File: src/verilog/la_pkg.sv
package la_pkg;

    typedef logic [31:0] la_addr_t;
    typedef logic [31:0] la_data_t;
    typedef logic [3:0]  la_strb_t;
    typedef logic [3:0]  axi_id_t;
    typedef logic [7:0]  axi_len_t;
    typedef logic [1:0]  axi_burst_t;   // 0 fixed, 1 incr, 2/3 rejected
    typedef logic [1:0]  axi_resp_t;
    typedef logic [5:0]  trig_op_t;     // [5:3] comparison, [2:0] value
    typedef logic [1:0]  global_mode_t;

    localparam axi_burst_t BURST_INCR  = 2'd1;
    localparam axi_resp_t  RESP_OKAY   = 2'b00;
    localparam axi_resp_t  RESP_SLVERR = 2'b10;

    localparam global_mode_t GLOBAL_AND  = 2'd0;
    localparam global_mode_t GLOBAL_OR   = 2'd1;
    localparam global_mode_t GLOBAL_NAND = 2'd2;
    localparam global_mode_t GLOBAL_NOR  = 2'd3;

    // anything other than != acts as ==
    localparam logic [2:0] CMP_EQ = 3'd0;
    localparam logic [2:0] CMP_NE = 3'd1;

    localparam logic [2:0] VAL_LOW    = 3'd0;
    localparam logic [2:0] VAL_HIGH   = 3'd1;
    localparam logic [2:0] VAL_ANY    = 3'd2;
    localparam logic [2:0] VAL_RISE   = 3'd3;
    localparam logic [2:0] VAL_FALL   = 3'd4;
    localparam logic [2:0] VAL_EDGE   = 3'd5;
    localparam logic [2:0] VAL_STABLE = 3'd6;

    localparam trig_op_t OP_RESET = {CMP_EQ, VAL_ANY};

    localparam la_addr_t ADDR_CTRL    = 32'h0000_0000;
    localparam la_addr_t ADDR_MODE    = 32'h0000_0001;
    localparam la_addr_t ADDR_OP_BASE = 32'h0000_0010;
    localparam la_addr_t PROT_LO      = 32'h0100_0000;
    localparam la_addr_t PROT_HI      = 32'h01FF_FFFF;
    localparam la_data_t RD_UNMAPPED  = 32'hFFFF_FFFF;

    typedef enum logic [1:0] {WR_IDLE, WR_DATA, WR_RESP} wr_state_t;
    typedef enum logic {RD_IDLE, RD_DATA} rd_state_t;

endpackage

File: src/verilog/reg_wr_if.sv
`timescale 1ns/100ps

// one accepted write beat per cycle
interface reg_wr_if import la_pkg::*; ();

    logic     wr_en;
    la_addr_t wr_addr;
    la_data_t wr_data;
    la_strb_t wr_strb;

    modport src (
        output wr_en, wr_addr, wr_data, wr_strb
    );

    modport dst (
        input wr_en, wr_addr, wr_data, wr_strb
    );

endinterface

File: src/verilog/trig_cfg_if.sv
`timescale 1ns/100ps

interface trig_cfg_if import la_pkg::*; #(
    parameter int NUM_CHANNELS = 32
) ();

    logic                           capture_on;
    logic                           trig_force;
    global_mode_t                   global_mode;
    trig_op_t [NUM_CHANNELS-1:0]    ops;        // one operator per channel
    logic                           trig;

    modport cfg (
        output capture_on, trig_force, global_mode, ops,
        input  trig
    );

    modport eval (
        input  capture_on, trig_force, global_mode, ops,
        output trig
    );

endinterface

File: src/verilog/axi_wr_channel.sv
`timescale 1ns/100ps

module axi_wr_channel import la_pkg::*; (
    input  logic       clk,
    input  logic       analyzer_rstn_sync,
    input  axi_id_t    wr_addr_id,
    input  la_addr_t   wr_addr,
    input  axi_burst_t wr_addr_burst,
    input  logic       wr_addr_valid,
    output logic       wr_addr_ready,
    input  la_data_t   wr_data,
    input  la_strb_t   wr_strb,
    input  logic       wr_data_last,
    input  logic       wr_data_valid,
    output logic       wr_data_ready,
    output axi_id_t    wr_resp_id,
    output axi_resp_t  wr_resp,
    output logic       wr_resp_valid,
    input  logic       wr_resp_ready,
    reg_wr_if.src      bus
);

    wr_state_t  state, state_nxt;
    axi_id_t    id_q;
    axi_burst_t burst_q;
    la_addr_t   beat_addr;
    logic       err_q;
    logic       addr_hs, beat_hs, beat_err;

    assign addr_hs = wr_addr_valid && wr_addr_ready;
    assign beat_hs = wr_data_valid && wr_data_ready;

    // bad burst type or a beat inside the protected window
    assign beat_err = burst_q[1] || ((beat_addr >= PROT_LO) && (beat_addr <= PROT_HI));

    always_comb begin
        state_nxt = state;
        case (state)
            WR_IDLE: if (addr_hs) state_nxt = WR_DATA;
            WR_DATA: if (beat_hs && wr_data_last) state_nxt = WR_RESP;
            WR_RESP: if (wr_resp_ready) state_nxt = WR_IDLE;
            default: state_nxt = WR_IDLE;
        endcase
    end

    always_ff @(posedge clk or negedge analyzer_rstn_sync) begin
        if (!analyzer_rstn_sync) begin
            state <= WR_IDLE;
            err_q <= 1'b0;
        end else begin
            state <= state_nxt;
            if (state == WR_IDLE)
                err_q <= 1'b0;
            else if (beat_hs && beat_err)
                err_q <= 1'b1;          // sticky until the burst is done
        end
    end

    always_ff @(posedge clk) begin
        if (addr_hs) begin
            id_q      <= wr_addr_id;
            burst_q   <= wr_addr_burst;
            beat_addr <= wr_addr;
        end else if (beat_hs && (burst_q == BURST_INCR)) begin
            beat_addr <= beat_addr + 1'b1;
        end
    end

    assign wr_addr_ready = (state == WR_IDLE);
    assign wr_data_ready = (state == WR_DATA);
    assign wr_resp_valid = (state == WR_RESP);
    assign wr_resp_id    = id_q;
    assign wr_resp       = err_q ? RESP_SLVERR : RESP_OKAY;

    assign bus.wr_en   = beat_hs;
    assign bus.wr_addr = beat_addr;
    assign bus.wr_data = wr_data;
    assign bus.wr_strb = wr_strb;

    // response only follows the beat that carried last
    a_resp_after_last: assert property (@(posedge clk) disable iff (!analyzer_rstn_sync)
        $rose(wr_resp_valid) |-> $past(beat_hs && wr_data_last));

    a_addr_hold: assert property (@(posedge clk) disable iff (!analyzer_rstn_sync)
        (state == WR_DATA) && !wr_data_valid |=> $stable(bus.wr_addr));

endmodule

File: src/verilog/axi_rd_channel.sv
`timescale 1ns/100ps

module axi_rd_channel import la_pkg::*; (
    input  logic       clk,
    input  logic       analyzer_rstn_sync,
    input  axi_id_t    rd_addr_id,
    input  la_addr_t   rd_req_addr,     // bus address of the burst
    input  axi_len_t   rd_addr_len,
    input  axi_burst_t rd_addr_burst,
    input  logic       rd_addr_valid,
    output logic       rd_addr_ready,
    output axi_id_t    rd_data_id,
    output axi_resp_t  rd_data_resp,
    output logic       rd_data_last,
    output logic       rd_data_valid,
    input  logic       rd_data_ready,
    output la_addr_t   rd_addr,         // beat address to the decode
    input  la_data_t   rd_word,
    output la_data_t   rd_data
);

    rd_state_t  state;
    axi_id_t    id_q;
    axi_len_t   len_q;
    axi_burst_t burst_q;
    axi_len_t   beat_cnt;
    logic       addr_hs, beat_hs;

    assign addr_hs = rd_addr_valid && rd_addr_ready;
    assign beat_hs = rd_data_valid && rd_data_ready;

    always_ff @(posedge clk or negedge analyzer_rstn_sync) begin
        if (!analyzer_rstn_sync) begin
            state    <= RD_IDLE;
            beat_cnt <= '0;
        end else begin
            case (state)
                RD_IDLE: begin
                    beat_cnt <= '0;
                    if (addr_hs) state <= RD_DATA;
                end
                RD_DATA: begin
                    if (beat_hs) beat_cnt <= beat_cnt + 1'b1;
                    if (beat_hs && rd_data_last) state <= RD_IDLE;
                end
                default: state <= RD_IDLE;
            endcase
        end
    end

    always_ff @(posedge clk) begin
        if (addr_hs) begin
            id_q    <= rd_addr_id;
            len_q   <= rd_addr_len;
            burst_q <= rd_addr_burst;
            rd_addr <= rd_req_addr;
        end else if (beat_hs && (burst_q == BURST_INCR)) begin
            rd_addr <= rd_addr + 1'b1;
        end
    end

    assign rd_addr_ready = (state == RD_IDLE);
    assign rd_data_valid = (state == RD_DATA);
    assign rd_data_last  = rd_data_valid && (beat_cnt == len_q);
    assign rd_data_id    = id_q;
    assign rd_data_resp  = (rd_data_valid && burst_q[1]) ? RESP_SLVERR : RESP_OKAY;
    assign rd_data       = rd_data_valid ? rd_word : '0;   // quiet bus when idle

    // a stalled beat keeps its address and last flag
    a_beat_hold: assert property (@(posedge clk) disable iff (!analyzer_rstn_sync)
        rd_data_valid && !rd_data_ready |=>
            rd_data_valid && $stable(rd_addr) && $stable(rd_data_last));

endmodule

File: src/verilog/la_reg_bank.sv
`timescale 1ns/100ps

module la_reg_bank import la_pkg::*; #(
    parameter int NUM_CHANNELS = 32
) (
    input  logic     clk,
    input  logic     analyzer_rstn_sync,
    reg_wr_if.dst    bus,
    input  la_addr_t rd_addr,
    output la_data_t rd_word,
    trig_cfg_if.cfg  cfg
);

    localparam int IDX_W = (NUM_CHANNELS > 1) ? $clog2(NUM_CHANNELS) : 1;

    logic                        capture_on;
    logic                        trig_force;
    global_mode_t                mode_q;
    trig_op_t [NUM_CHANNELS-1:0] ops_q;
    la_addr_t                    wr_off, rd_off;

    // offset into the op block wraps high below the base
    assign wr_off = bus.wr_addr - ADDR_OP_BASE;
    assign rd_off = rd_addr - ADDR_OP_BASE;

    always_ff @(posedge clk or negedge analyzer_rstn_sync) begin
        if (!analyzer_rstn_sync) begin
            capture_on <= 1'b0;
            trig_force <= 1'b0;
            mode_q     <= GLOBAL_AND;
            ops_q      <= {NUM_CHANNELS{OP_RESET}};
        end else if (bus.wr_en) begin
            if (bus.wr_addr == ADDR_CTRL) begin
                if (bus.wr_strb[0]) capture_on <= bus.wr_data[0];
                if (bus.wr_strb[1]) trig_force <= bus.wr_data[8];
            end else if (bus.wr_addr == ADDR_MODE) begin
                if (bus.wr_strb[0]) mode_q <= bus.wr_data[1:0];
            end else if (wr_off < la_addr_t'(NUM_CHANNELS)) begin
                if (bus.wr_strb[0]) ops_q[wr_off[IDX_W-1:0]] <= bus.wr_data[5:0];
            end
        end else begin
            if (cfg.trig) capture_on <= 1'b0;   // armed once per trigger
            trig_force <= 1'b0;
        end
    end

    always_comb begin
        rd_word = RD_UNMAPPED;
        if (rd_addr == ADDR_CTRL)
            rd_word = {23'b0, trig_force, 7'b0, capture_on};   // busy/done read 0
        else if (rd_addr == ADDR_MODE)
            rd_word = {30'b0, mode_q};
        else if (rd_off < la_addr_t'(NUM_CHANNELS))
            rd_word = {26'b0, ops_q[rd_off[IDX_W-1:0]]};
    end

    assign cfg.capture_on  = capture_on;
    assign cfg.trig_force  = trig_force;
    assign cfg.global_mode = mode_q;
    assign cfg.ops         = ops_q;

    // a trigger without a competing write disarms capture
    a_auto_clear: assert property (@(posedge clk) disable iff (!analyzer_rstn_sync)
        cfg.trig && !bus.wr_en |=> !capture_on);

endmodule

File: src/verilog/trigger_unit.sv
`timescale 1ns/100ps

module trigger_unit import la_pkg::*; #(
    parameter int NUM_CHANNELS = 32
) (
    input  logic        clk,
    input  logic        analyzer_rstn_sync,
    input  logic [31:0] digital_in,
    trig_cfg_if.eval    cfg
);

    logic [NUM_CHANNELS-1:0] prev_q;
    logic [31:0]             hit;

    function automatic logic op_match(trig_op_t op, logic now, logic prev);
        logic m;
        case (op[2:0])
            VAL_LOW:    m = !now;
            VAL_HIGH:   m = now;
            VAL_RISE:   m = !prev && now;
            VAL_FALL:   m = prev && !now;
            VAL_EDGE:   m = prev ^ now;
            VAL_STABLE: m = (prev == now);
            default:    m = 1'b1;           // any, and the unused code 7
        endcase
        return (op[5:3] == CMP_NE) ? !m : m;
    endfunction

    always_ff @(posedge clk or negedge analyzer_rstn_sync) begin
        if (!analyzer_rstn_sync)
            prev_q <= '0;
        else
            prev_q <= digital_in[NUM_CHANNELS-1:0];
    end

    for (genvar c = 0; c < 32; c++) begin : gen_ch
        if (c < NUM_CHANNELS) begin : gen_used
            assign hit[c] = op_match(cfg.ops[c], digital_in[c], prev_q[c]);
        end else begin : gen_unused
            assign hit[c] = 1'b1;   // neutral for and, forces or
        end
    end

    always_comb begin
        if (!cfg.capture_on)
            cfg.trig = 1'b0;
        else if (cfg.trig_force)
            cfg.trig = 1'b1;
        else begin
            case (cfg.global_mode)
                GLOBAL_AND:  cfg.trig = &hit;
                GLOBAL_OR:   cfg.trig = |hit;
                GLOBAL_NAND: cfg.trig = ~&hit;
                default:     cfg.trig = ~|hit;
            endcase
        end
    end

    // configuration must be defined once armed
    a_cfg_known: assert property (@(posedge clk) disable iff (!analyzer_rstn_sync)
        cfg.capture_on |-> !$isunknown({cfg.trig_force, cfg.global_mode, cfg.ops}));

endmodule

File: src/verilog/logic_analyzer_ctrl.sv
`timescale 1ns/100ps

module logic_analyzer_ctrl import la_pkg::*; #(
    parameter int NUM_CHANNELS = 32
) (
    input  logic        clk,
    input  logic        analyzer_rstn_sync,
    input  logic [31:0] digital_in,
    input  axi_id_t     wr_addr_id,
    input  la_addr_t    wr_addr,
    input  axi_burst_t  wr_addr_burst,
    input  logic        wr_addr_valid,
    output logic        wr_addr_ready,
    input  la_data_t    wr_data,
    input  la_strb_t    wr_strb,
    input  logic        wr_data_last,
    input  logic        wr_data_valid,
    output logic        wr_data_ready,
    output axi_id_t     wr_resp_id,
    output axi_resp_t   wr_resp,
    output logic        wr_resp_valid,
    input  logic        wr_resp_ready,
    input  axi_id_t     rd_addr_id,
    input  la_addr_t    rd_addr,
    input  axi_len_t    rd_addr_len,
    input  axi_burst_t  rd_addr_burst,
    input  logic        rd_addr_valid,
    output logic        rd_addr_ready,
    output axi_id_t     rd_data_id,
    output la_data_t    rd_data,
    output axi_resp_t   rd_data_resp,
    output logic        rd_data_last,
    output logic        rd_data_valid,
    input  logic        rd_data_ready,
    output logic        trig
);

    la_addr_t rd_beat_addr;
    la_data_t rd_word;

    reg_wr_if wr_bus ();
    trig_cfg_if #(.NUM_CHANNELS(NUM_CHANNELS)) cfg_bus ();

    axi_wr_channel i_axi_wr_channel (
        .clk, .analyzer_rstn_sync,
        .wr_addr_id, .wr_addr, .wr_addr_burst, .wr_addr_valid, .wr_addr_ready,
        .wr_data, .wr_strb, .wr_data_last, .wr_data_valid, .wr_data_ready,
        .wr_resp_id, .wr_resp, .wr_resp_valid, .wr_resp_ready,
        .bus (wr_bus.src)
    );

    axi_rd_channel i_axi_rd_channel (
        .clk, .analyzer_rstn_sync,
        .rd_addr_id, .rd_req_addr (rd_addr), .rd_addr_len, .rd_addr_burst,
        .rd_addr_valid, .rd_addr_ready,
        .rd_data_id, .rd_data_resp, .rd_data_last, .rd_data_valid, .rd_data_ready,
        .rd_addr (rd_beat_addr),
        .rd_word (rd_word),
        .rd_data (rd_data)
    );

    la_reg_bank #(.NUM_CHANNELS(NUM_CHANNELS)) i_la_reg_bank (
        .clk, .analyzer_rstn_sync,
        .bus     (wr_bus.dst),
        .rd_addr (rd_beat_addr),
        .rd_word (rd_word),
        .cfg     (cfg_bus.cfg)
    );

    trigger_unit #(.NUM_CHANNELS(NUM_CHANNELS)) i_trigger_unit (
        .clk, .analyzer_rstn_sync,
        .digital_in,
        .cfg (cfg_bus.eval)
    );

    assign trig = cfg_bus.trig;

endmodule

File: config.mk
export PLATFORM = sky130hd
export DESIGN_NAME = logic_analyzer_ctrl
export DESIGN_NICKNAME = d
export VERILOG_FILES = /design/src/verilog/la_pkg.sv /design/src/verilog/reg_wr_if.sv /design/src/verilog/trig_cfg_if.sv /design/src/verilog/axi_wr_channel.sv /design/src/verilog/axi_rd_channel.sv /design/src/verilog/la_reg_bank.sv /design/src/verilog/trigger_unit.sv /design/src/verilog/logic_analyzer_ctrl.sv
export SDC_FILE = /design/constraint.sdc
export NUM_CORES = 1
export LEC_CHECK = 0
export ABC_AREA = 1
export BUFFER_PORTS_ARGS = -buffer_cell sky130_fd_sc_hd__clkbuf_2
export CORE_ASPECT_RATIO = 1.25
export CORE_MARGIN = 3
export CORE_UTILIZATION = 60
export DETAILED_ROUTE_END_ITERATION = 10
export PLACE_DENSITY = 0.85
export SKIP_LAST_GASP = 1
export SLEW_MARGIN = 20
export SYNTH_ARGS = -nofsm -noshare
export SYNTH_HDL_FRONTEND = slang
export SYNTH_SLANG_ARGS = --single-unit
File: constraint.sdc
create_clock -name clk -period 10.65 [get_ports clk]
set_input_delay 2.13 -clock clk [delete_from_list [all_inputs] [get_ports clk]]
set_output_delay 2.13 -clock clk [all_outputs]
set_load 0.02 [all_outputs]
==> results.ini <==
[clocking]
cts.path.max_buffers=3
cts_root_buffer=sky130_fd_sc_hd__clkbuf_16
h-tree-depth=2
clk_pin_slew_ns=0.06
numCtsBuffers=37
cts_setup_buffers=0
cts_tree=built
clkSinkCount=324
postCtsHoldBufs=0
cts_resized=0
clock_latency_ns=0.55

[synth]
synth.cell_area_um2=21800
ys_dominant_reg_cell=sky130_fd_sc_hd__dfrtp_1
async_sr_flop_fraction_pct=74.1
yosys-top-cells-area=sky130_fd_sc_hd__dfrtp_1 (24%), sky130_fd_sc_hd__nand2_1 (17%), sky130_fd_sc_hd__edfxtp_1 (12%)
post_synth_fa_ha_maj_area_fraction_pct=4.47
average_size_of_a_mapped_cell_um2=7.09
synth_edf_count=84
synth_warnings=0
synthDominantCellAreaShare_pct=23.9
synth.lib_cells_used.distinct=49
synth-simple-area-share_pct=35.1
ys_seq_area_share_pct=39.3
post-synth-top-area-cell=sky130_fd_sc_hd__dfrtp_1
synth-seq-cells=324
synthesized_instance_count=3078
muxShareOfSynthArea_pct=0.103
synth_top_family_by_area=simple AND/OR/NAND/NOR gates
synthesized_area_fraction_occupied_by_ao_oa_aoi_and_oai_cells_pct=8.72
post_synth_xor_area_fraction_pct=2.05

[worst_setup_path]
r2r-end=i_axi_rd_channel.rd_addr[28]
startpoint_type=input port
regToRegSetupSlack_ns=6.73
critPathMostFrequentCell=sky130_fd_sc_hd__nand2_1
cp.arrival_ns=4.70
rr_startpoint=i_axi_rd_channel.rd_addr[0]
crit_path_max_delay_family=simple AND/OR/NAND/NOR gates
worst_ep_required_time_ns=8.52
worstPathCellList=clkbuf_2 -> inv_1 -> ha_1 -> or2_2 -> nand3_1 -> nand4_1 -> nand2_1 -> nand2_1 -> nor2_1 -> nand3_1 -> nor2_1 -> nand3_1 -> nand2_1 -> nand2_1 -> a31oi_1 -> clkbuf_2
timing_worst_setup_path_type=in2out
cp_slowest_stage_delay_ns=0.32
cpMaxStageDelayCell=sky130_fd_sc_hd__a31oi_1
type_of_destination_of_the_critical_path=primary output
timing.critical_path.fanout_max=5
r2r_cells=15
cp.buffers_inverters=3

[power_and_ir_drop]
powerDensity_nw_per_um2=140
total_power_mw=3.35
ir_drop_uv=138
p_leak_nw=12.0

[routing]
avgRoutedWirePerCell_um=17.2
vias_post_dr=21200
routed_wl_um=62900
drt-pass1-iter-count=6
post_drt_via_cell_ratio=5.79
remaining_antenna_violation_count=0
remaining_drc_errors=0
drtIter0Drc=1984

[global_routing]
grt_first_pass_wirelength_um=101000
first_global_vias=20300
grt_start_max_net_pins=102
number_of_antenna_violations_at_the_first_check_in_global_routing=1
grt-ovfl-total=0
grtUsageTotal_pct=31.9

[floorplanning]
die_h_um=219
floorplan.die_area_um2=38700
effective_utilization_at_floorplan_pct=61.2
design.core.area_um2=35600
core.rowCount=77
io_pins=211
die-width_um=177

[cells_and_area]
area_growth_pct=9.63
drive_above_1_share_pct=11.9
nFillCells=3045
multiInputGateArea_um2=11100
final_nets=3402
antennaDiodeCount=0
mostFrequentLayoutCell=sky130_fd_sc_hd__nand2_1
ff_latch_area_um2=8570
most-common-layout-cells=sky130_fd_sc_hd__nand2_1 (975), sky130_fd_sc_hd__nand3_1 (372), sky130_fd_sc_hd__inv_1 (361)

[sta]
minimum_clock_period_after_layout_ns=6.83
hold_viol_final=0
maxClockFrequency_ghz=0.146
rsz0062_at_grt=false
worst_slew_margin_rel_pct=24.3
final-max-slew-violation-count=0
worst_slew_pin_slew_ns=1.14
post-route-period-util_pct=64.2
timing.final.setup_violations=0
clock-skew-final_ns=0.0195
final.hold.worst_slack_ns=0.467
fin_tns_setup_ns=0

[worst_hold_path]
min_from=i_la_reg_bank.cfg.ops[157]
worstHoldPathCells=2
hold_path_class=reg2reg
timing.hold.worst_endpoint=i_la_reg_bank.cfg.ops[157]

[placement]
hpwl_um=43600
finalWeightedCongestion=0.967
port_buffers=181

[run_status]
outcome=finished, final reports clean

[run]
timing.max_cap.violations=0

==> logic make-up after synthesis <==
kind of cell | count (synthesis)
buffers and inverters | 533
adders and majority gates | 78
AOI/OAI and AO/OA | 354
xor gates and xnor gates | 51
and+or+nand+nor | 1735
muxes | 2
DFF | 324
other | 1
==> Yosys cell counts (all sizes together) (10+ instances only) <==
cell / number
a21oi: 112
buf: 92
clkbuf: 63
dfrtp: 208
dfstp: 32
edfxtp: 84
ha: 78
inv: 375
nand2: 978
nand3: 374
nand3b: 19
nand4: 75
nor2: 202
nor3: 68
o21ai: 189
o31ai: 10
or2: 14
xor2: 42
==> worst max path at each step <==
stage | start | end | slack (ns) | cells after the start
6_report | digital_in[19] | trig | 3.82 | 16
5_1_grt | digital_in[15] | trig | 3.69 | 18
4_1_cts | digital_in[19] | trig | 3.85 | 16
3_5_place_dp | digital_in[19] | trig | 3.85 | 16
3_3_place_gp | digital_in[15] | trig | 3.97 | 18
2_1_floorplan | digital_in[26] | trig | 4.64 | 16
==> cell type report <==
class	instances	area share, %
multi-input combinational	2222	46.3
sequential	324	35.8
inverter	378	5.94
clock buffer	57	4.57
timing repair buffer	201	4.51
tap	474	2.48
clock inverter	9	0.356
==> report_power, final <==
group,switching (mW),internal (mW),total [mW]
clock network,0.533,0.735,1.27
registers,0.0885,1.37,1.46
logic,0.455,0.167,0.622
total,1.08,2.28,3.35
==> per-stage QoR <==
| stage | cell area [um2] | utilization (%) | cells | worst slack (ns) |
|---|---|---|---|---|
| detailed placement | 22700 | 63.8 | 3599 | 3.85 |
| global route | 23900 | 67.1 | 3665 | 3.69 |
| CTS | 23900 | 67.1 | 3665 | 3.85 |
| floorplan | 21800 | - | 3079 | 4.64 |
| global placement | 22700 | 63.7 | 3598 | 3.97 |
| finish | 23900 | 67.1 | 3665 | 3.82 |
==> state kept, by name (all words and copies together) (netlist names), 4 cells and up <==
| register | cells |
|---|---|
| i_la_reg_bank.cfg.ops | 192 |
| i_axi_rd_channel.rd_addr | 32 |
| i_axi_wr_channel.bus.wr_addr | 32 |
| i_trigger_unit.prev_q | 32 |
| i_axi_rd_channel.beat_cnt | 8 |
| i_axi_rd_channel.len_q | 8 |
| i_axi_rd_channel.rd_data_id | 4 |
| i_axi_wr_channel.wr_resp_id | 4 |
==> tightest hold or removal path, stage by stage (launching register included) <==
cell and delay [ns]:
sky130_fd_sc_hd__dfstp_2 0.37, sky130_fd_sc_hd__nand2_1 0.06, sky130_fd_sc_hd__nand2_1 0.04
==> layer usage <==
layer / up-vias / wire, um / global-route usage [%]
li1: 10100 / - / -
met1: 9868 / 23400 / 38.6
met2: 1009 / 30500 / 55.1
met3: 226 / 5620 / 5.02
met4: 2 / 3410 / 16.6
met5: - / 13 / 0
No activity file was read; power rests on OpenSTA's default activity.
